`config.mk`:
```
export PLATFORM = sky130hd
export DESIGN_NAME = id_stage
export DESIGN_NICKNAME = d
export VERILOG_FILES = /design/src/verilog/id_pkg.sv /design/src/verilog/decode_if.sv /design/src/verilog/id_stage.sv /design/src/verilog/branch_resolve.sv /design/src/verilog/operand_forward.sv /design/src/verilog/instr_decoder.sv
export SDC_FILE = /design/constraint.sdc
export NUM_CORES = 1
export LEC_CHECK = 0
export ABC_CLOCK_PERIOD_IN_PS = 6300
export BUFFER_PORTS_ARGS = -buffer_cell sky130_fd_sc_hd__buf_2
export CAP_MARGIN = 20
export CORE_AREA = 3 3 146 148
export DETAILED_ROUTE_END_ITERATION = 16
export DIE_AREA = 0 0 149 151
export GPL_TIMING_DRIVEN = 1
export PLACE_DENSITY_LB_ADDON = 0.08
export SLEW_MARGIN = 20
export SYNTH_ARGS = -nofsm -noshare
export SYNTH_HDL_FRONTEND = slang
export SYNTH_SLANG_ARGS = --single-unit
```
`constraint.sdc`:
```
create_clock -name vclk -period 6.3
set_clock_uncertainty 0.15 [all_clocks]
set_input_delay 1.26 -clock vclk [all_inputs]
set_output_delay 1.26 -clock vclk [all_outputs]
set_load 0.05 [all_outputs]
```
`src/verilog/id_pkg.sv`:
```
package id_pkg;
	typedef logic [31:0] word_t;
	typedef logic [4:0] reg_addr_t;
	typedef logic [7:0] aluop_t;
	typedef logic [2:0] alusel_t;
	typedef logic [3:0] br_cond_t;

	// Primary opcodes sit in instr[31:26].
	localparam logic [5:0] OP_SPECIAL = 6'b000000;
	localparam logic [5:0] OP_REGIMM = 6'b000001;
	localparam logic [5:0] OP_J = 6'b000010;
	localparam logic [5:0] OP_JAL = 6'b000011;
	localparam logic [5:0] OP_BEQ = 6'b000100;
	localparam logic [5:0] OP_BNE = 6'b000101;
	localparam logic [5:0] OP_BLEZ = 6'b000110;
	localparam logic [5:0] OP_BGTZ = 6'b000111;
	localparam logic [5:0] OP_ADDI = 6'b001000;
	localparam logic [5:0] OP_ADDIU = 6'b001001;
	localparam logic [5:0] OP_SLTI = 6'b001010;
	localparam logic [5:0] OP_SLTIU = 6'b001011;
	localparam logic [5:0] OP_ANDI = 6'b001100;
	localparam logic [5:0] OP_ORI = 6'b001101;
	localparam logic [5:0] OP_XORI = 6'b001110;
	localparam logic [5:0] OP_LUI = 6'b001111;
	localparam logic [5:0] OP_LB = 6'b100000;
	localparam logic [5:0] OP_LH = 6'b100001;
	localparam logic [5:0] OP_LW = 6'b100011;
	localparam logic [5:0] OP_LBU = 6'b100100;
	localparam logic [5:0] OP_LHU = 6'b100101;
	localparam logic [5:0] OP_SB = 6'b101000;
	localparam logic [5:0] OP_SH = 6'b101001;
	localparam logic [5:0] OP_SW = 6'b101011;

	// SPECIAL funct codes sit in instr[5:0].
	localparam logic [5:0] FN_SLL = 6'b000000;
	localparam logic [5:0] FN_SRL = 6'b000010;
	localparam logic [5:0] FN_SRA = 6'b000011;
	localparam logic [5:0] FN_SLLV = 6'b000100;
	localparam logic [5:0] FN_SRLV = 6'b000110;
	localparam logic [5:0] FN_SRAV = 6'b000111;
	localparam logic [5:0] FN_JR = 6'b001000;
	localparam logic [5:0] FN_JALR = 6'b001001;
	localparam logic [5:0] FN_ADD = 6'b100000;
	localparam logic [5:0] FN_ADDU = 6'b100001;
	localparam logic [5:0] FN_SUB = 6'b100010;
	localparam logic [5:0] FN_SUBU = 6'b100011;
	localparam logic [5:0] FN_AND = 6'b100100;
	localparam logic [5:0] FN_OR = 6'b100101;
	localparam logic [5:0] FN_XOR = 6'b100110;
	localparam logic [5:0] FN_NOR = 6'b100111;
	localparam logic [5:0] FN_SLT = 6'b101010;
	localparam logic [5:0] FN_SLTU = 6'b101011;

	// REGIMM rt codes. Bit 0 picks GEZ over LTZ and bit 4 marks the linking forms.
	localparam logic [4:0] RT_BLTZ = 5'b00000;
	localparam logic [4:0] RT_BGEZ = 5'b00001;
	localparam logic [4:0] RT_BLTZAL = 5'b10000;
	localparam logic [4:0] RT_BGEZAL = 5'b10001;

	localparam aluop_t ALUOP_NOP = 8'b00000000;
	localparam aluop_t ALUOP_AND = 8'b00100100;
	localparam aluop_t ALUOP_OR = 8'b00100101;
	localparam aluop_t ALUOP_XOR = 8'b00100110;
	localparam aluop_t ALUOP_NOR = 8'b00100111;
	localparam aluop_t ALUOP_SLL = 8'b01111100;
	localparam aluop_t ALUOP_SRL = 8'b00000010;
	localparam aluop_t ALUOP_SRA = 8'b00000011;
	localparam aluop_t ALUOP_SLT = 8'b00101010;
	localparam aluop_t ALUOP_SLTU = 8'b00101011;
	localparam aluop_t ALUOP_ADD = 8'b00100000;
	localparam aluop_t ALUOP_ADDU = 8'b00100001;
	localparam aluop_t ALUOP_SUB = 8'b00100010;
	localparam aluop_t ALUOP_SUBU = 8'b00100011;
	localparam aluop_t ALUOP_ADDI = 8'b01010101;
	localparam aluop_t ALUOP_ADDIU = 8'b01010110;
	localparam aluop_t ALUOP_J = 8'b01001111;
	localparam aluop_t ALUOP_JAL = 8'b01010000;
	localparam aluop_t ALUOP_JR = 8'b00001000;
	localparam aluop_t ALUOP_JALR = 8'b00001001;
	localparam aluop_t ALUOP_BEQ = 8'b01010001;
	localparam aluop_t ALUOP_BNE = 8'b01010010;
	localparam aluop_t ALUOP_BLEZ = 8'b01010011;
	localparam aluop_t ALUOP_BGTZ = 8'b01010100;
	localparam aluop_t ALUOP_BLTZ = 8'b01000000;
	localparam aluop_t ALUOP_BGEZ = 8'b01000001;
	localparam aluop_t ALUOP_BLTZAL = 8'b01001010;
	localparam aluop_t ALUOP_BGEZAL = 8'b01001011;
	localparam aluop_t ALUOP_LB = 8'b11100000;
	localparam aluop_t ALUOP_LH = 8'b11100001;
	localparam aluop_t ALUOP_LW = 8'b11100011;
	localparam aluop_t ALUOP_LBU = 8'b11100100;
	localparam aluop_t ALUOP_LHU = 8'b11100101;
	localparam aluop_t ALUOP_SB = 8'b11101000;
	localparam aluop_t ALUOP_SH = 8'b11101001;
	localparam aluop_t ALUOP_SW = 8'b11101011;

	localparam alusel_t SEL_NOP = 3'b000;
	localparam alusel_t SEL_LOGIC = 3'b001;
	localparam alusel_t SEL_SHIFT = 3'b010;
	localparam alusel_t SEL_ARITH = 3'b100;
	localparam alusel_t SEL_JUMP_BRANCH = 3'b110;
	localparam alusel_t SEL_LOAD_STORE = 3'b111;

	localparam br_cond_t BR_NONE = 4'd0;
	localparam br_cond_t BR_JUMP = 4'd1; // Index jump within the current 256 MB region.
	localparam br_cond_t BR_JUMP_REG = 4'd2;
	localparam br_cond_t BR_EQ = 4'd3;
	localparam br_cond_t BR_NE = 4'd4;
	localparam br_cond_t BR_GTZ = 4'd5;
	localparam br_cond_t BR_LEZ = 4'd6;
	localparam br_cond_t BR_GEZ = 4'd7;
	localparam br_cond_t BR_LTZ = 4'd8;

	localparam reg_addr_t LINK_REG = 5'd31;
endpackage
```
`src/verilog/decode_if.sv`:
```
interface decode_if;
	id_pkg::aluop_t aluop;
	id_pkg::alusel_t alusel;
	logic reg1_read;
	logic reg2_read;
	id_pkg::reg_addr_t reg1_addr;
	id_pkg::reg_addr_t reg2_addr;
	id_pkg::word_t imm; // Used in place of a register operand that is not read.
	id_pkg::reg_addr_t wd;
	logic wreg;
	id_pkg::br_cond_t br_cond;
	logic link;

	modport decoder (
		output aluop, alusel, reg1_read, reg2_read, reg1_addr, reg2_addr,
		output imm, wd, wreg, br_cond, link
	);

	modport operands (
		input reg1_read, reg2_read, reg1_addr, reg2_addr, imm
	);

	modport branch (
		input br_cond, link
	);
endinterface

```
`src/verilog/id_stage.sv`:
```
module id_stage (
	input logic rst,
	input id_pkg::word_t pc,
	input id_pkg::word_t instr,
	input id_pkg::word_t reg1_rdata,
	input id_pkg::word_t reg2_rdata,
	input logic ex_wreg,
	input id_pkg::reg_addr_t ex_wd,
	input id_pkg::word_t ex_wdata,
	input id_pkg::aluop_t ex_aluop,
	input logic mem_wreg,
	input id_pkg::reg_addr_t mem_wd,
	input id_pkg::word_t mem_wdata,
	input logic in_delayslot,
	output logic reg1_read,
	output logic reg2_read,
	output id_pkg::reg_addr_t reg1_addr,
	output id_pkg::reg_addr_t reg2_addr,
	output id_pkg::aluop_t aluop,
	output id_pkg::alusel_t alusel,
	output id_pkg::word_t reg1,
	output id_pkg::word_t reg2,
	output id_pkg::reg_addr_t wd,
	output logic wreg,
	output logic branch_flag,
	output id_pkg::word_t branch_target,
	output id_pkg::word_t link_addr,
	output logic next_in_delayslot,
	output logic in_delayslot_out,
	output logic stall
);
	decode_if dec_bus ();

	instr_decoder decoder_i (
		.rst(rst),
		.instr(instr),
		.dec(dec_bus)
	);

	operand_forward forward_i (
		.rst(rst),
		.dec(dec_bus),
		.reg1_rdata(reg1_rdata),
		.reg2_rdata(reg2_rdata),
		.ex_wreg(ex_wreg),
		.ex_wd(ex_wd),
		.ex_wdata(ex_wdata),
		.ex_aluop(ex_aluop),
		.mem_wreg(mem_wreg),
		.mem_wd(mem_wd),
		.mem_wdata(mem_wdata),
		.reg1(reg1),
		.reg2(reg2),
		.stall(stall)
	);

	branch_resolve branch_i (
		.rst(rst),
		.dec(dec_bus),
		.pc(pc),
		.instr(instr),
		.reg1(reg1),
		.reg2(reg2),
		.in_delayslot(in_delayslot),
		.branch_flag(branch_flag),
		.branch_target(branch_target),
		.link_addr(link_addr),
		.next_in_delayslot(next_in_delayslot),
		.in_delayslot_out(in_delayslot_out)
	);

	// Register file read port and EX control come straight off the decode bus.
	assign reg1_read = dec_bus.reg1_read;
	assign reg2_read = dec_bus.reg2_read;
	assign reg1_addr = dec_bus.reg1_addr;
	assign reg2_addr = dec_bus.reg2_addr;
	assign aluop = dec_bus.aluop;
	assign alusel = dec_bus.alusel;
	assign wd = dec_bus.wd;
	assign wreg = dec_bus.wreg;
endmodule

```
`src/verilog/branch_resolve.sv`:
```
module branch_resolve (
	input logic rst,
	decode_if.branch dec,
	input id_pkg::word_t pc,
	input id_pkg::word_t instr,
	input id_pkg::word_t reg1,
	input id_pkg::word_t reg2,
	input logic in_delayslot,
	output logic branch_flag,
	output id_pkg::word_t branch_target,
	output id_pkg::word_t link_addr,
	output logic next_in_delayslot,
	output logic in_delayslot_out
);
	id_pkg::word_t pc_plus4;
	id_pkg::word_t pc_plus8;
	id_pkg::word_t br_offset;
	logic taken;

	assign pc_plus4 = pc + 32'd4;
	assign pc_plus8 = pc + 32'd8; // Return lands past the delay slot.
	assign br_offset = {{14{instr[15]}}, instr[15:0], 2'b00};

	always_comb
	begin
		taken = 1'b0;
		if (!rst)
			case (dec.br_cond)
			id_pkg::BR_JUMP, id_pkg::BR_JUMP_REG: taken = 1'b1;
			id_pkg::BR_EQ: taken = (reg1 == reg2);
			id_pkg::BR_NE: taken = (reg1 != reg2);
			id_pkg::BR_GTZ: taken = !reg1[31] && (reg1 != '0);
			id_pkg::BR_LEZ: taken = reg1[31] || (reg1 == '0);
			id_pkg::BR_GEZ: taken = !reg1[31];
			id_pkg::BR_LTZ: taken = reg1[31];
			default: taken = 1'b0;
			endcase
	end

	always_comb
	begin
		branch_target = '0;
		if (taken)
			case (dec.br_cond)
			id_pkg::BR_JUMP: branch_target = {pc_plus4[31:28], instr[25:0], 2'b00};
			id_pkg::BR_JUMP_REG: branch_target = reg1;
			default: branch_target = pc_plus4 + br_offset;
			endcase
	end

	assign branch_flag = taken;
	assign next_in_delayslot = taken; // The next fetch is the delay slot of this branch.
	assign link_addr = (!rst && dec.link) ? pc_plus8 : '0;
	assign in_delayslot_out = !rst && in_delayslot;
endmodule

```
`src/verilog/operand_forward.sv`:
```
module operand_forward (
	input logic rst,
	decode_if.operands dec,
	input id_pkg::word_t reg1_rdata,
	input id_pkg::word_t reg2_rdata,
	input logic ex_wreg,
	input id_pkg::reg_addr_t ex_wd,
	input id_pkg::word_t ex_wdata,
	input id_pkg::aluop_t ex_aluop,
	input logic mem_wreg,
	input id_pkg::reg_addr_t mem_wd,
	input id_pkg::word_t mem_wdata,
	output id_pkg::word_t reg1,
	output id_pkg::word_t reg2,
	output logic stall
);
	logic ex_load;

	// The newest producer wins. EX is one instruction younger than MEM.
	function automatic id_pkg::word_t pick(
		input logic rd_en,
		input id_pkg::reg_addr_t addr,
		input id_pkg::word_t rf_data
	);
		if (!rd_en)
			pick = dec.imm;
		else if (ex_wreg && (ex_wd == addr))
			pick = ex_wdata;
		else if (mem_wreg && (mem_wd == addr))
			pick = mem_wdata;
		else
			pick = rf_data;
	endfunction

	assign ex_load = ex_aluop inside {id_pkg::ALUOP_LB, id_pkg::ALUOP_LBU, id_pkg::ALUOP_LH,
		id_pkg::ALUOP_LHU, id_pkg::ALUOP_LW};

	always_comb
	begin
		if (rst)
		begin
			reg1 = '0;
			reg2 = '0;
			stall = 1'b0;
		end
		else
		begin
			reg1 = pick(dec.reg1_read, dec.reg1_addr, reg1_rdata);
			reg2 = pick(dec.reg2_read, dec.reg2_addr, reg2_rdata);
			// Load data only exists after MEM, so a consumer right behind the load must wait.
			stall = ex_load && ((dec.reg1_read && (dec.reg1_addr == ex_wd)) ||
				(dec.reg2_read && (dec.reg2_addr == ex_wd)));
		end
	end
endmodule

```
`src/verilog/instr_decoder.sv`:
```
module instr_decoder (
	input logic rst,
	input id_pkg::word_t instr,
	decode_if.decoder dec
);
	logic [5:0] op;
	logic [5:0] funct;
	logic [4:0] rt;
	logic fixed_shift;
	logic jump_reg;
	id_pkg::aluop_t tab_op;
	id_pkg::alusel_t tab_sel;

	assign op = instr[31:26];
	assign funct = instr[5:0];
	assign rt = instr[20:16];
	assign fixed_shift = (funct == id_pkg::FN_SLL) || (funct == id_pkg::FN_SRL) ||
		(funct == id_pkg::FN_SRA);
	assign jump_reg = (funct == id_pkg::FN_JR) || (funct == id_pkg::FN_JALR);

	// ALU op and result group of each supported encoding. Anything else stays NOP.
	always_comb
	begin
		tab_op = id_pkg::ALUOP_NOP;
		tab_sel = id_pkg::SEL_NOP;
		case (op)
		id_pkg::OP_SPECIAL:
			case (funct)
			id_pkg::FN_OR: {tab_op, tab_sel} = {id_pkg::ALUOP_OR, id_pkg::SEL_LOGIC};
			id_pkg::FN_AND: {tab_op, tab_sel} = {id_pkg::ALUOP_AND, id_pkg::SEL_LOGIC};
			id_pkg::FN_XOR: {tab_op, tab_sel} = {id_pkg::ALUOP_XOR, id_pkg::SEL_LOGIC};
			id_pkg::FN_NOR: {tab_op, tab_sel} = {id_pkg::ALUOP_NOR, id_pkg::SEL_LOGIC};
			id_pkg::FN_SLL: {tab_op, tab_sel} = {id_pkg::ALUOP_SLL, id_pkg::SEL_SHIFT};
			id_pkg::FN_SRL: {tab_op, tab_sel} = {id_pkg::ALUOP_SRL, id_pkg::SEL_SHIFT};
			id_pkg::FN_SRA: {tab_op, tab_sel} = {id_pkg::ALUOP_SRA, id_pkg::SEL_SHIFT};
			id_pkg::FN_SLLV: {tab_op, tab_sel} = {id_pkg::ALUOP_SLL, id_pkg::SEL_SHIFT};
			id_pkg::FN_SRLV: {tab_op, tab_sel} = {id_pkg::ALUOP_SRL, id_pkg::SEL_SHIFT};
			id_pkg::FN_SRAV: {tab_op, tab_sel} = {id_pkg::ALUOP_SRA, id_pkg::SEL_SHIFT};
			id_pkg::FN_SLT: {tab_op, tab_sel} = {id_pkg::ALUOP_SLT, id_pkg::SEL_ARITH};
			id_pkg::FN_SLTU: {tab_op, tab_sel} = {id_pkg::ALUOP_SLTU, id_pkg::SEL_ARITH};
			id_pkg::FN_ADD: {tab_op, tab_sel} = {id_pkg::ALUOP_ADD, id_pkg::SEL_ARITH};
			id_pkg::FN_ADDU: {tab_op, tab_sel} = {id_pkg::ALUOP_ADDU, id_pkg::SEL_ARITH};
			id_pkg::FN_SUB: {tab_op, tab_sel} = {id_pkg::ALUOP_SUB, id_pkg::SEL_ARITH};
			id_pkg::FN_SUBU: {tab_op, tab_sel} = {id_pkg::ALUOP_SUBU, id_pkg::SEL_ARITH};
			id_pkg::FN_JR: {tab_op, tab_sel} = {id_pkg::ALUOP_JR, id_pkg::SEL_JUMP_BRANCH};
			id_pkg::FN_JALR: {tab_op, tab_sel} = {id_pkg::ALUOP_JALR, id_pkg::SEL_JUMP_BRANCH};
			default: ;
			endcase
		id_pkg::OP_REGIMM:
		begin
			case (rt)
			id_pkg::RT_BGEZ: tab_op = id_pkg::ALUOP_BGEZ;
			id_pkg::RT_BLTZ: tab_op = id_pkg::ALUOP_BLTZ;
			id_pkg::RT_BGEZAL: tab_op = id_pkg::ALUOP_BGEZAL;
			id_pkg::RT_BLTZAL: tab_op = id_pkg::ALUOP_BLTZAL;
			default: ;
			endcase
			if (tab_op != id_pkg::ALUOP_NOP)
				tab_sel = id_pkg::SEL_JUMP_BRANCH;
		end
		id_pkg::OP_ORI: {tab_op, tab_sel} = {id_pkg::ALUOP_OR, id_pkg::SEL_LOGIC};
		id_pkg::OP_ANDI: {tab_op, tab_sel} = {id_pkg::ALUOP_AND, id_pkg::SEL_LOGIC};
		id_pkg::OP_XORI: {tab_op, tab_sel} = {id_pkg::ALUOP_XOR, id_pkg::SEL_LOGIC};
		id_pkg::OP_LUI: {tab_op, tab_sel} = {id_pkg::ALUOP_OR, id_pkg::SEL_LOGIC};
		id_pkg::OP_ADDI: {tab_op, tab_sel} = {id_pkg::ALUOP_ADDI, id_pkg::SEL_ARITH};
		id_pkg::OP_ADDIU: {tab_op, tab_sel} = {id_pkg::ALUOP_ADDIU, id_pkg::SEL_ARITH};
		id_pkg::OP_SLTI: {tab_op, tab_sel} = {id_pkg::ALUOP_SLT, id_pkg::SEL_ARITH};
		id_pkg::OP_SLTIU: {tab_op, tab_sel} = {id_pkg::ALUOP_SLTU, id_pkg::SEL_ARITH};
		id_pkg::OP_J: {tab_op, tab_sel} = {id_pkg::ALUOP_J, id_pkg::SEL_JUMP_BRANCH};
		id_pkg::OP_JAL: {tab_op, tab_sel} = {id_pkg::ALUOP_JAL, id_pkg::SEL_JUMP_BRANCH};
		id_pkg::OP_BEQ: {tab_op, tab_sel} = {id_pkg::ALUOP_BEQ, id_pkg::SEL_JUMP_BRANCH};
		id_pkg::OP_BNE: {tab_op, tab_sel} = {id_pkg::ALUOP_BNE, id_pkg::SEL_JUMP_BRANCH};
		id_pkg::OP_BGTZ: {tab_op, tab_sel} = {id_pkg::ALUOP_BGTZ, id_pkg::SEL_JUMP_BRANCH};
		id_pkg::OP_BLEZ: {tab_op, tab_sel} = {id_pkg::ALUOP_BLEZ, id_pkg::SEL_JUMP_BRANCH};
		id_pkg::OP_LB: {tab_op, tab_sel} = {id_pkg::ALUOP_LB, id_pkg::SEL_LOAD_STORE};
		id_pkg::OP_LBU: {tab_op, tab_sel} = {id_pkg::ALUOP_LBU, id_pkg::SEL_LOAD_STORE};
		id_pkg::OP_LH: {tab_op, tab_sel} = {id_pkg::ALUOP_LH, id_pkg::SEL_LOAD_STORE};
		id_pkg::OP_LHU: {tab_op, tab_sel} = {id_pkg::ALUOP_LHU, id_pkg::SEL_LOAD_STORE};
		id_pkg::OP_LW: {tab_op, tab_sel} = {id_pkg::ALUOP_LW, id_pkg::SEL_LOAD_STORE};
		id_pkg::OP_SB: {tab_op, tab_sel} = {id_pkg::ALUOP_SB, id_pkg::SEL_LOAD_STORE};
		id_pkg::OP_SH: {tab_op, tab_sel} = {id_pkg::ALUOP_SH, id_pkg::SEL_LOAD_STORE};
		id_pkg::OP_SW: {tab_op, tab_sel} = {id_pkg::ALUOP_SW, id_pkg::SEL_LOAD_STORE};
		default: ;
		endcase
	end

	always_comb
	begin
		dec.aluop = tab_op;
		dec.alusel = tab_sel;
		dec.reg1_read = 1'b0;
		dec.reg2_read = 1'b0;
		dec.reg1_addr = instr[25:21];
		dec.reg2_addr = rt;
		dec.imm = '0;
		dec.wd = instr[15:11];
		dec.wreg = 1'b0;
		dec.br_cond = id_pkg::BR_NONE;
		dec.link = 1'b0;
		if (rst)
		begin
			dec.aluop = id_pkg::ALUOP_NOP;
			dec.alusel = id_pkg::SEL_NOP;
			dec.reg1_addr = '0;
			dec.reg2_addr = '0;
			dec.wd = '0;
		end
		else if (tab_sel != id_pkg::SEL_NOP)
		begin
			case (op)
			id_pkg::OP_SPECIAL:
			begin
				dec.reg1_read = !fixed_shift; // Fixed shifts take shamt in place of rs.
				dec.reg2_read = !jump_reg;
				dec.wreg = (funct != id_pkg::FN_JR);
				dec.link = (funct == id_pkg::FN_JALR);
				if (fixed_shift)
					dec.imm = {27'd0, instr[10:6]};
				if (jump_reg)
					dec.br_cond = id_pkg::BR_JUMP_REG;
			end
			id_pkg::OP_REGIMM:
			begin
				dec.reg1_read = 1'b1;
				dec.br_cond = rt[0] ? id_pkg::BR_GEZ : id_pkg::BR_LTZ;
				if (rt[4])
				begin
					dec.wreg = 1'b1;
					dec.wd = id_pkg::LINK_REG;
					dec.link = 1'b1;
				end
			end
			id_pkg::OP_J: dec.br_cond = id_pkg::BR_JUMP;
			id_pkg::OP_JAL:
			begin
				dec.br_cond = id_pkg::BR_JUMP;
				dec.wreg = 1'b1;
				dec.wd = id_pkg::LINK_REG;
				dec.link = 1'b1;
			end
			id_pkg::OP_BEQ, id_pkg::OP_BNE:
			begin
				dec.reg1_read = 1'b1;
				dec.reg2_read = 1'b1;
				dec.br_cond = (op == id_pkg::OP_BEQ) ? id_pkg::BR_EQ : id_pkg::BR_NE;
			end
			id_pkg::OP_BGTZ, id_pkg::OP_BLEZ:
			begin
				dec.reg1_read = 1'b1;
				dec.br_cond = (op == id_pkg::OP_BGTZ) ? id_pkg::BR_GTZ : id_pkg::BR_LEZ;
			end
			id_pkg::OP_SB, id_pkg::OP_SH, id_pkg::OP_SW:
			begin
				dec.reg1_read = 1'b1;
				dec.reg2_read = 1'b1;
			end
			default:
			begin
				// Immediate ALU ops and loads read rs and write rt.
				dec.reg1_read = 1'b1;
				dec.wreg = 1'b1;
				dec.wd = rt;
				if (tab_sel == id_pkg::SEL_LOGIC)
					dec.imm = (op == id_pkg::OP_LUI) ? {instr[15:0], 16'h0} : {16'h0, instr[15:0]};
				else if (tab_sel == id_pkg::SEL_ARITH)
					dec.imm = {{16{instr[15]}}, instr[15:0]};
			end
			endcase
		end
	end
endmodule

```
==> impl_metrics.env, run 1 <==
export IMPL_status="finished with violations"
export IMPL_failed_checks="negative setup slack"
export IMPL_max_clock_freq_mhz=144.9
export IMPL_coreArea_mm2=0.02017
export IMPL_dr_max_layer_used="met4"
export IMPL_start_util_pct=39.66
export IMPL_cp_slowest_stage_delay_ns=0.53
export IMPL_grt_pass1_wl_um=72250
export IMPL_required_ns=4.89
export IMPL_antenna_cells=0
export IMPL_antenna_found_initial=0
export IMPL_ant_nets=0
export IMPL_netlist_area_mm2=0.007999
export IMPL_synth_most_common_cell="nor2_1"
export IMPL_io_pins=375
export IMPL_wl_met3_um=5282
export IMPL_layout_drive_gt1_share_pct=49.36
export IMPL_syn_inst=1264
export IMPL_path_common_cell="buf_6"
export IMPL_min_to="link_addr[0]"
export IMPL_worstPathCellList="buf_8, or4bb_1, o22a_1, a32oi_4, buf_4, buf_6, a21boi_0, a211oi_2, o22ai_4, xnor2_1, nand4_1, or4_4, buf_4, nor4_4, nor3b_4, buf_6, buf_16, a21oi_4, buf_6"
export IMPL_slowest_stage="or4_4"
export IMPL_min_path_cells=4
export IMPL_startpoint="rst"
export IMPL_grt_pass1_vias=13170
export IMPL_grt_start_max_net_pins=36
export IMPL_areaGrowthSynthToFinish_pct=82.48
export IMPL_die_area_mm2=0.02250
export IMPL_power_density_mw_per_mm2=96.51
export IMPL_worst_pin_slew_ns=1.036
export IMPL_synth_fp_nets=1510
export IMPL_setup_tns_ns=-18.77
export IMPL_fin_ws_ns=-0.5999
export IMPL_p_leak_nw=6.829
export IMPL_critPathKind="input port to output port"
export IMPL_worstPathArrival_ns=5.49
export IMPL_wl_per_cell_um=22.29
export IMPL_placed_cell_area_mm2=0.01350
export IMPL_wirelength_um=49650
export IMPL_first_pass_iters=8
export IMPL_min_period_over_period_pct=109.5
export IMPL_synth_area_top_cells="xnor2_1 (7.8%), nor2_1 (5.6%), o21ai_0 (5.2%)"
export IMPL_synthTopCellsByCount="nor2_1 (119), nand2_1 (90), o21ai_0 (83), clkbuf_1 (73), nand3_1 (73)"
export IMPL_fp_dieW_um=149
export IMPL_grtUsageTotal_pct=40.32
export IMPL_syn_avg_cell_area_um2=6.328
export IMPL_hold_viol=0
export IMPL_wl_met1_um=18440
export IMPL_final_cells=2227
export IMPL_max_vdd_ir_drop_mv=0.08287
export IMPL_fin_nets=2205
export IMPL_synth_cell_type_count=88
export IMPL_rsz0062_at_grt="true"
export IMPL_chipHeight_um=151
export IMPL_synth_top_cell_area_share_pct=7.774
export IMPL_final_area_mm2=0.01460
export IMPL_period_needed_ns=6.900
export IMPL_path_max_fanout=20
export IMPL_grt_overflow_total=0
export IMPL_seq_cells=0
export IMPL_fin_util_pct=72.37
export IMPL_via_count=13910
export IMPL_drv_cap=0
export IMPL_rows=52
export IMPL_cp_num_buf_inv=7
export IMPL_drtIter0Drc=1753
export IMPL_hold_ws_ns=2.756
export IMPL_ys_seq_area_share_pct=0
export IMPL_startpoint_type="input port"
export IMPL_hold_start="pc[0]"
export IMPL_hp_class="input port to output port"
export IMPL_seq_area_um2=0
export IMPL_end_kind="output port"
export IMPL_critical_path_top_delay_family="simple AND/OR/NAND/NOR gates"
export IMPL_wl_met2_um=22460
export IMPL_place_inst=2197
export IMPL_relSlewSlack_pct=30.76
export IMPL_viasPerCell=6.246
export IMPL_finalMaxSlewViolations=0
export IMPL_hpwl_um=40070
export IMPL_routabilityCongestion=0.9792
export IMPL_route_detailed_drc=0
export IMPL_clockBufferCount=0
export IMPL_portBuffers=375
export IMPL_synth_largest_area_cell="xnor2_1"
export IMPL_finalSetupViolations=34
export IMPL_yosys_warnings=0
layer usage:
layer,global-route usage [%],vias up
met3,5.625,244
li1,-,6199
met2,66.98,1049
met5,0,-
met4,22.33,0
met1,50.29,6417
layout by cell type, fill, tap and decap left out, types with 9 or more instances in the layout:
| master | n |
|---|---|
| xor2_1 | 38 |
| a211oi_1 | 16 |
| ha_1 | 31 |
| buf_2 | 333 |
| nand3_1 | 70 |
| a21o_1 | 14 |
| nor2_1 | 115 |
| a222oi_1 | 25 |
| nand4_1 | 26 |
| a21oi_1 | 55 |
| buf_12 | 18 |
| a21boi_0 | 10 |
| o21a_1 | 9 |
| buf_4 | 388 |
| nor4_1 | 25 |
| inv_1 | 41 |
| nand2b_1 | 13 |
| o22ai_1 | 12 |
| and3_1 | 24 |
| o21ai_0 | 82 |
| nor2b_1 | 15 |
| buf_8 | 14 |
| buf_6 | 38 |
| and2_2 | 10 |
| xnor2_1 | 67 |
| mux2i_1 | 13 |
| or3_1 | 9 |
| nor2_4 | 28 |
| a31oi_1 | 31 |
| a22oi_1 | 14 |
| and2_1 | 16 |
| nand2_1 | 86 |
| nor3_1 | 26 |
timing repair:
action,in CTS,in global routing
cloned,2,2
pin swaps,18,21
buffers inserted,16,13
hold buffers,0,0
resized for setup,137,54
endpoints found under the setup margin,34,34
through the flow:
| step | power [mW] | setup WS, ns |
|---|---|---|
| floorplan | 0.7298 | -0.3892 |
| global placement | 1.267 | -0.7638 |
| detailed placement | 1.276 | -0.8028 |
| CTS | 1.341 | -0.5009 |
| global route | 1.471 | -0.6768 |
| finish | 1.409 | -0.5999 |
cell type report:
class | count | area [um^2]
multi-input cells | 1115 | 8356
repair buffers | 797 | 5718
fillers | 1699 | 5573
well taps | 270 | 337.8
inverters | 45 | 185.2
worst max-delay path by stage:
stage	end	slack [ns]	cells after the start
2_1_floorplan	next_in_delayslot	-0.39	17
3_3_place_gp	branch_target[27]	-0.76	18
3_5_place_dp	branch_target[27]	-0.80	18
4_1_cts	branch_target[31]	-0.50	18
5_1_grt	branch_target[31]	-0.68	19
6_report	branch_target[31]	-0.60	19
power by group:
| group | switching [mW] | internal, mW | leakage, nW |
|---|---|---|---|
| Clock | 0 | 0 | 0 |
| Combinational | 0.827 | 0.582 | 6.83 |
| Sequential | 0 | 0 | 0 |
logic make-up after synthesis:
family / after synthesis / share of synthesized area (%)
simple gates: 540 / 35.85
compound gates: 418 / 37.38
buf+inv: 150 / 7.821
xor+xnor: 109 / 11.93
fa+ha+maj: 32 / 5.099
mux: 15 / 1.908
No activity file was read; power rests on OpenSTA's default activity.
==> run 2, diff against run 1 <==
Settings changed: ABC_CLOCK_PERIOD_IN_PS 6300 to 6560, CORE_AREA 3 3 146 148 to 3 3 143 145, DIE_AREA 0 0 149 151 to 0 0 146 148.
Clock period 6.3 ns to 6.56 ns, I/O delays scaled along.
==> impl_metrics.env, run 2 (synthesis results as in run 1) <==
export IMPL_critPathKind="input port to output port"
export IMPL_status="finished with violations"
export IMPL_io_pins=375
export IMPL_max_vdd_ir_drop_mv=0.08865
export IMPL_wirelength_um=48680
export IMPL_relSlewSlack_pct=50.70
export IMPL_drtIter0Drc=1787
export IMPL_first_pass_iters=8
export IMPL_postCtsHoldBufs=0
export IMPL_viasPerCell=6.275
export IMPL_required_ns=5.10
export IMPL_rows=51
export IMPL_fillCellCount=1661
export IMPL_seq_area_um2=0
export IMPL_drv_cap=0
export IMPL_hpwl_um=38940
export IMPL_mostFrequentLayoutCells="buf_4 (339), buf_2 (331), nor2_1 (114)"
export IMPL_worstPathArrival_ns=5.54
export IMPL_hp_class="input port to output port"
export IMPL_period_needed_ns=6.997
export IMPL_finalMaxSlewViolations=0
export IMPL_min_path_cells=3
export IMPL_p_leak_nw=6.515
export IMPL_fin_ws_ns=-0.4372
export IMPL_ant_nets=0
export IMPL_multi_input_area_mm2=0.008330
export IMPL_grt_pass1_vias=12870
export IMPL_grt_overflow_total=0
export IMPL_wl_per_cell_um=22.51
export IMPL_hold_ws_ns=2.881
export IMPL_portBuffers=375
export IMPL_dp_slack_ns=-0.5089
export IMPL_min_to="in_delayslot_out"
export IMPL_hold_viol=0
export IMPL_routabilityCongestion=1.033
export IMPL_end_kind="output port"
export IMPL_grt_start_max_net_pins=36
export IMPL_failed_checks="negative setup slack"
export IMPL_chipHeight_um=148
export IMPL_power_density_mw_per_mm2=92.83
export IMPL_path_max_fanout=6
export IMPL_antenna_found_initial=1
export IMPL_die_area_mm2=0.02161
export IMPL_hold_start="in_delayslot"
export IMPL_via_count=13570
export IMPL_fp_dieW_um=146
export IMPL_clockBufferCount=0
export IMPL_coreArea_mm2=0.01933
export IMPL_start_util_pct=41.37
export IMPL_grt_pass1_wl_um=71880
export IMPL_grtUsageTotal_pct=40.94
export IMPL_startpoint_type="input port"
export IMPL_fin_nets=2146
export IMPL_areaGrowthSynthToFinish_pct=75.19
export IMPL_worst_pin_slew_ns=0.7396
export IMPL_min_period_over_period_pct=106.7
export IMPL_max_clock_freq_mhz=142.9
export IMPL_layout_drive_gt1_share_pct=47.58
export IMPL_final_common_cell="buf_4"
export IMPL_seq_cells=0
export IMPL_finalSetupViolations=34
export IMPL_rsz0062_at_grt="true"
export IMPL_antenna_cells=0
export IMPL_route_detailed_drc=0
## run 2: cell types whose count changed in the layout (fill, tap and decap cells not counted), moves of 3 or more
cell     before  now
a31oi_1      31   35
a31oi_2       5    2
buf_12       18   13
buf_4       388  339
## run 2: area by class of cell
cell class         count  area share (%)
multi-input cells   1115           59.45
repair buffers       738           36.87
well taps            265           2.366
inverters             45           1.321
## run 2: report_power, final
part	switching [mW]	internal, mW
Combinational	0.782	0.519
Sequential	0	0
Clock	0	0
## run 2: metal layers
layer	track usage [%]	wire, um
met5	0	13
met4	17.78	2693
met3	6.775	5211
met2	68.85	22380
met1	51.83	18380
## run 2: timing repair
item                                    in CTS  in global routing
pin swaps                                   17                 23
endpoints found under the setup margin      34                 34
gates resized for setup                    123                 55
setup buffers                               11                  5
gates cloned                                 3                  0
## run 2: how the worst max path moves through the flow
stage | from | to | slack, ns
after floorplan | instr[31] | next_in_delayslot | -0.23
after global placement | rst | branch_target[4] | -0.49
after detailed placement | instr[1] | branch_target[3] | -0.51
after CTS | instr[20] | branch_target[31] | -0.28
after global routing | instr[20] | branch_target[19] | -0.47
final | instr[2] | branch_target[20] | -0.44
## run 2: metrics by stage
stage / std cells / setup TNS (ns) / power, mW / area (um^2) / util [%]
after floorplan: 1264 / -6.033 / 0.7008 / 8686 / -
after global routing: 2163 / -14.72 / 1.356 / 14010 / 72.48
final: 2163 / -13.67 / 1.301 / 14010 / 72.48
after global placement: 2144 / -14.31 / 1.176 / 13100 / 67.75
after detailed placement: 2144 / -15.60 / 1.181 / 13100 / 67.75
after CTS: 2158 / -8.136 / 1.240 / 13730 / 71.03
## run 2: critical path: stages
cell and delay, ns:
buf_6 0.09, or4b_4 0.55, o21ai_4 0.11, buf_6 0.13
a221o_1 0.27, o41a_1 0.39, or3_4 0.20, buf_4 0.10
a22o_1 0.12, nand4_1 0.17, or4b_1 0.55, or4_4 0.54
nor4_4 0.32, nor3b_4 0.10, buf_6 0.15, buf_16 0.15
nor2_4 0.09, buf_6 0.17
==> run 3, diff against run 2 <==
Settings changed: ABC_CLOCK_PERIOD_IN_PS 6560 to 8700, CORE_AREA 3 3 143 145 to 3 3 146 148, DIE_AREA 0 0 146 148 to 0 0 149 151.
Clock period 6.56 ns to 8.7 ns, I/O delays scaled along.
==> impl_metrics.env, run 3 (synthesis results as in run 1) <==
export IMPL_status="finished, final reports clean"
export IMPL_grtUsageTotal_pct=36.60
export IMPL_max_clock_freq_mhz=117.8
export IMPL_mostFrequentLayoutCells="buf_2 (375), buf_4 (139), nor2_1 (117)"
export IMPL_wl_per_cell_um=22.79
export IMPL_viasPerCell=6.288
export IMPL_postCtsHoldBufs=0
export IMPL_place_inst=1948
export IMPL_slowest_stage="o31ai_1"
export IMPL_multi_input_area_mm2=0.007423
export IMPL_fillCellCount=2152
export IMPL_hpwl_um=37210
export IMPL_seq_area_um2=0
export IMPL_cts_resized_gates=0
export IMPL_coreArea_mm2=0.02017
export IMPL_setup_tns_ns=0
export IMPL_grt_pass1_wl_um=65080
export IMPL_via_count=12290
export IMPL_start_util_pct=39.66
export IMPL_die_area_mm2=0.02250
export IMPL_power_density_mw_per_mm2=71.20
export IMPL_hold_viol=0
export IMPL_rsz0062_at_grt="false"
export IMPL_relSlewSlack_pct=46.01
export IMPL_first_pass_iters=8
export IMPL_total_power_mw=0.7870
export IMPL_hp_class="input port to output port"
export IMPL_ant_nets=0
export IMPL_startpoint_type="input port"
export IMPL_wirelength_um=44540
export IMPL_min_period_over_period_pct=97.54
export IMPL_grt_overflow_total=0
export IMPL_end_kind="output port"
export IMPL_max_vdd_ir_drop_mv=0.05702
export IMPL_grt_start_max_net_pins=43
export IMPL_finalMaxSlewViolations=0
export IMPL_final_cells=1954
export IMPL_critPathKind="input port to output port"
export IMPL_seq_cells=0
export IMPL_antenna_found_initial=0
export IMPL_fin_ws_ns=0.2144
export IMPL_fin_nets=1931
export IMPL_worstPathArrival_ns=6.60
export IMPL_dp_slack_ns=0.1073
export IMPL_fp_dieW_um=149
export IMPL_routabilityCongestion=1.037
export IMPL_finalSetupViolations=0
export IMPL_cp_slowest_stage_delay_ns=0.58
export IMPL_period_needed_ns=8.486
export IMPL_grt_pass1_vias=11370
export IMPL_portBuffers=375
export IMPL_layout_drive_gt1_share_pct=35.47
export IMPL_chipHeight_um=151
export IMPL_final_common_cell="buf_2"
export IMPL_path_common_cell="buf_4"
export IMPL_drv_cap=0
export IMPL_path_max_fanout=9
export IMPL_required_ns=6.81
export IMPL_p_leak_nw=5.200
export IMPL_clockBufferCount=0
export IMPL_drtIter0Drc=1708
export IMPL_io_pins=375
export IMPL_route_detailed_drc=0
export IMPL_areaGrowthSynthToFinish_pct=38.18
export IMPL_worst_pin_slew_ns=0.8079
export IMPL_rows=52
export IMPL_worstPathCellList="buf_2, nor4b_1, o31ai_1, o211ai_2, buf_4, o41a_1, or3_1, nand4_1, nand4_1, or4b_1, or4_4, buf_4, nor4_4, nor3b_4, buf_12, buf_4, a21oi_1, buf_2"
## run 3: cell types whose count changed in the layout (fill, tap and decap cells not counted), sizes merged
cell | previous run | this run
buf | 737 | 524
clkinvlp | 1 | 0
clkbuf | 1 | 0
inv | 44 | 45
diode | 0 | 1
o41a | 2 | 1
## run 3: per-layer routing
metal	global-route usage [%]	vias to the layer above	share of wire, %
met1	49.59	5732	40
met5	0	-	0
met2	59.22	782	45
met3	5.206	129	11
met4	13.27	0	4.6
li1	-	5644	-
## run 3: worst paths after layout
check       from                to  slack, ns  cells past startpoint
max    instr[26]  branch_target[7]       0.21                     18
min        pc[3]      link_addr[3]       3.71                      3
## run 3: per-stage QoR
| stage | hold WS [ns] | util (%) | cell area, um^2 |
|---|---|---|---|
| 2_1_floorplan | 3.506 | - | 8033 |
| 3_3_place_gp | 3.705 | 54.54 | 11000 |
| 3_5_place_dp | 3.710 | 54.54 | 11000 |
| 4_1_cts | 3.712 | 54.54 | 11000 |
| 5_1_grt | 3.734 | 54.79 | 11050 |
| 6_report | 3.711 | 54.80 | 11050 |
## run 3: layout make-up
| type | instances | area share [%] |
|---|---|---|
| Tap cell | 270 | 3.056 |
| Timing Repair Buffer | 524 | 28.23 |
| Multi-Input combinational cell | 1114 | 67.16 |
| Antenna cell | 1 | 0.02264 |
| Inverter | 45 | 1.528 |
## run 3: repair_timing
action | in CTS | in global routing
endpoints found under the setup margin | 0 | 25
setup buffers | 0 | 5
endpoints found under the hold margin | 0 | 0
## run 3: critical path: cells and delay by family
family	cells	cell delay, ns
AOI/OAI and AO/OA	4	1.46
buffers and inverters	6	1.09
and+or+nand+nor	8	2.30
## run 3: power by group
group / leakage [nW] / total [mW] / internal (mW) / switching [mW]
Sequential: 0 / 0 / 0 / 0
Clock: 0.00000634 / 0.0000000154 / 0.0000000154 / 0
Combinational: 5.20 / 0.787 / 0.273 / 0.514
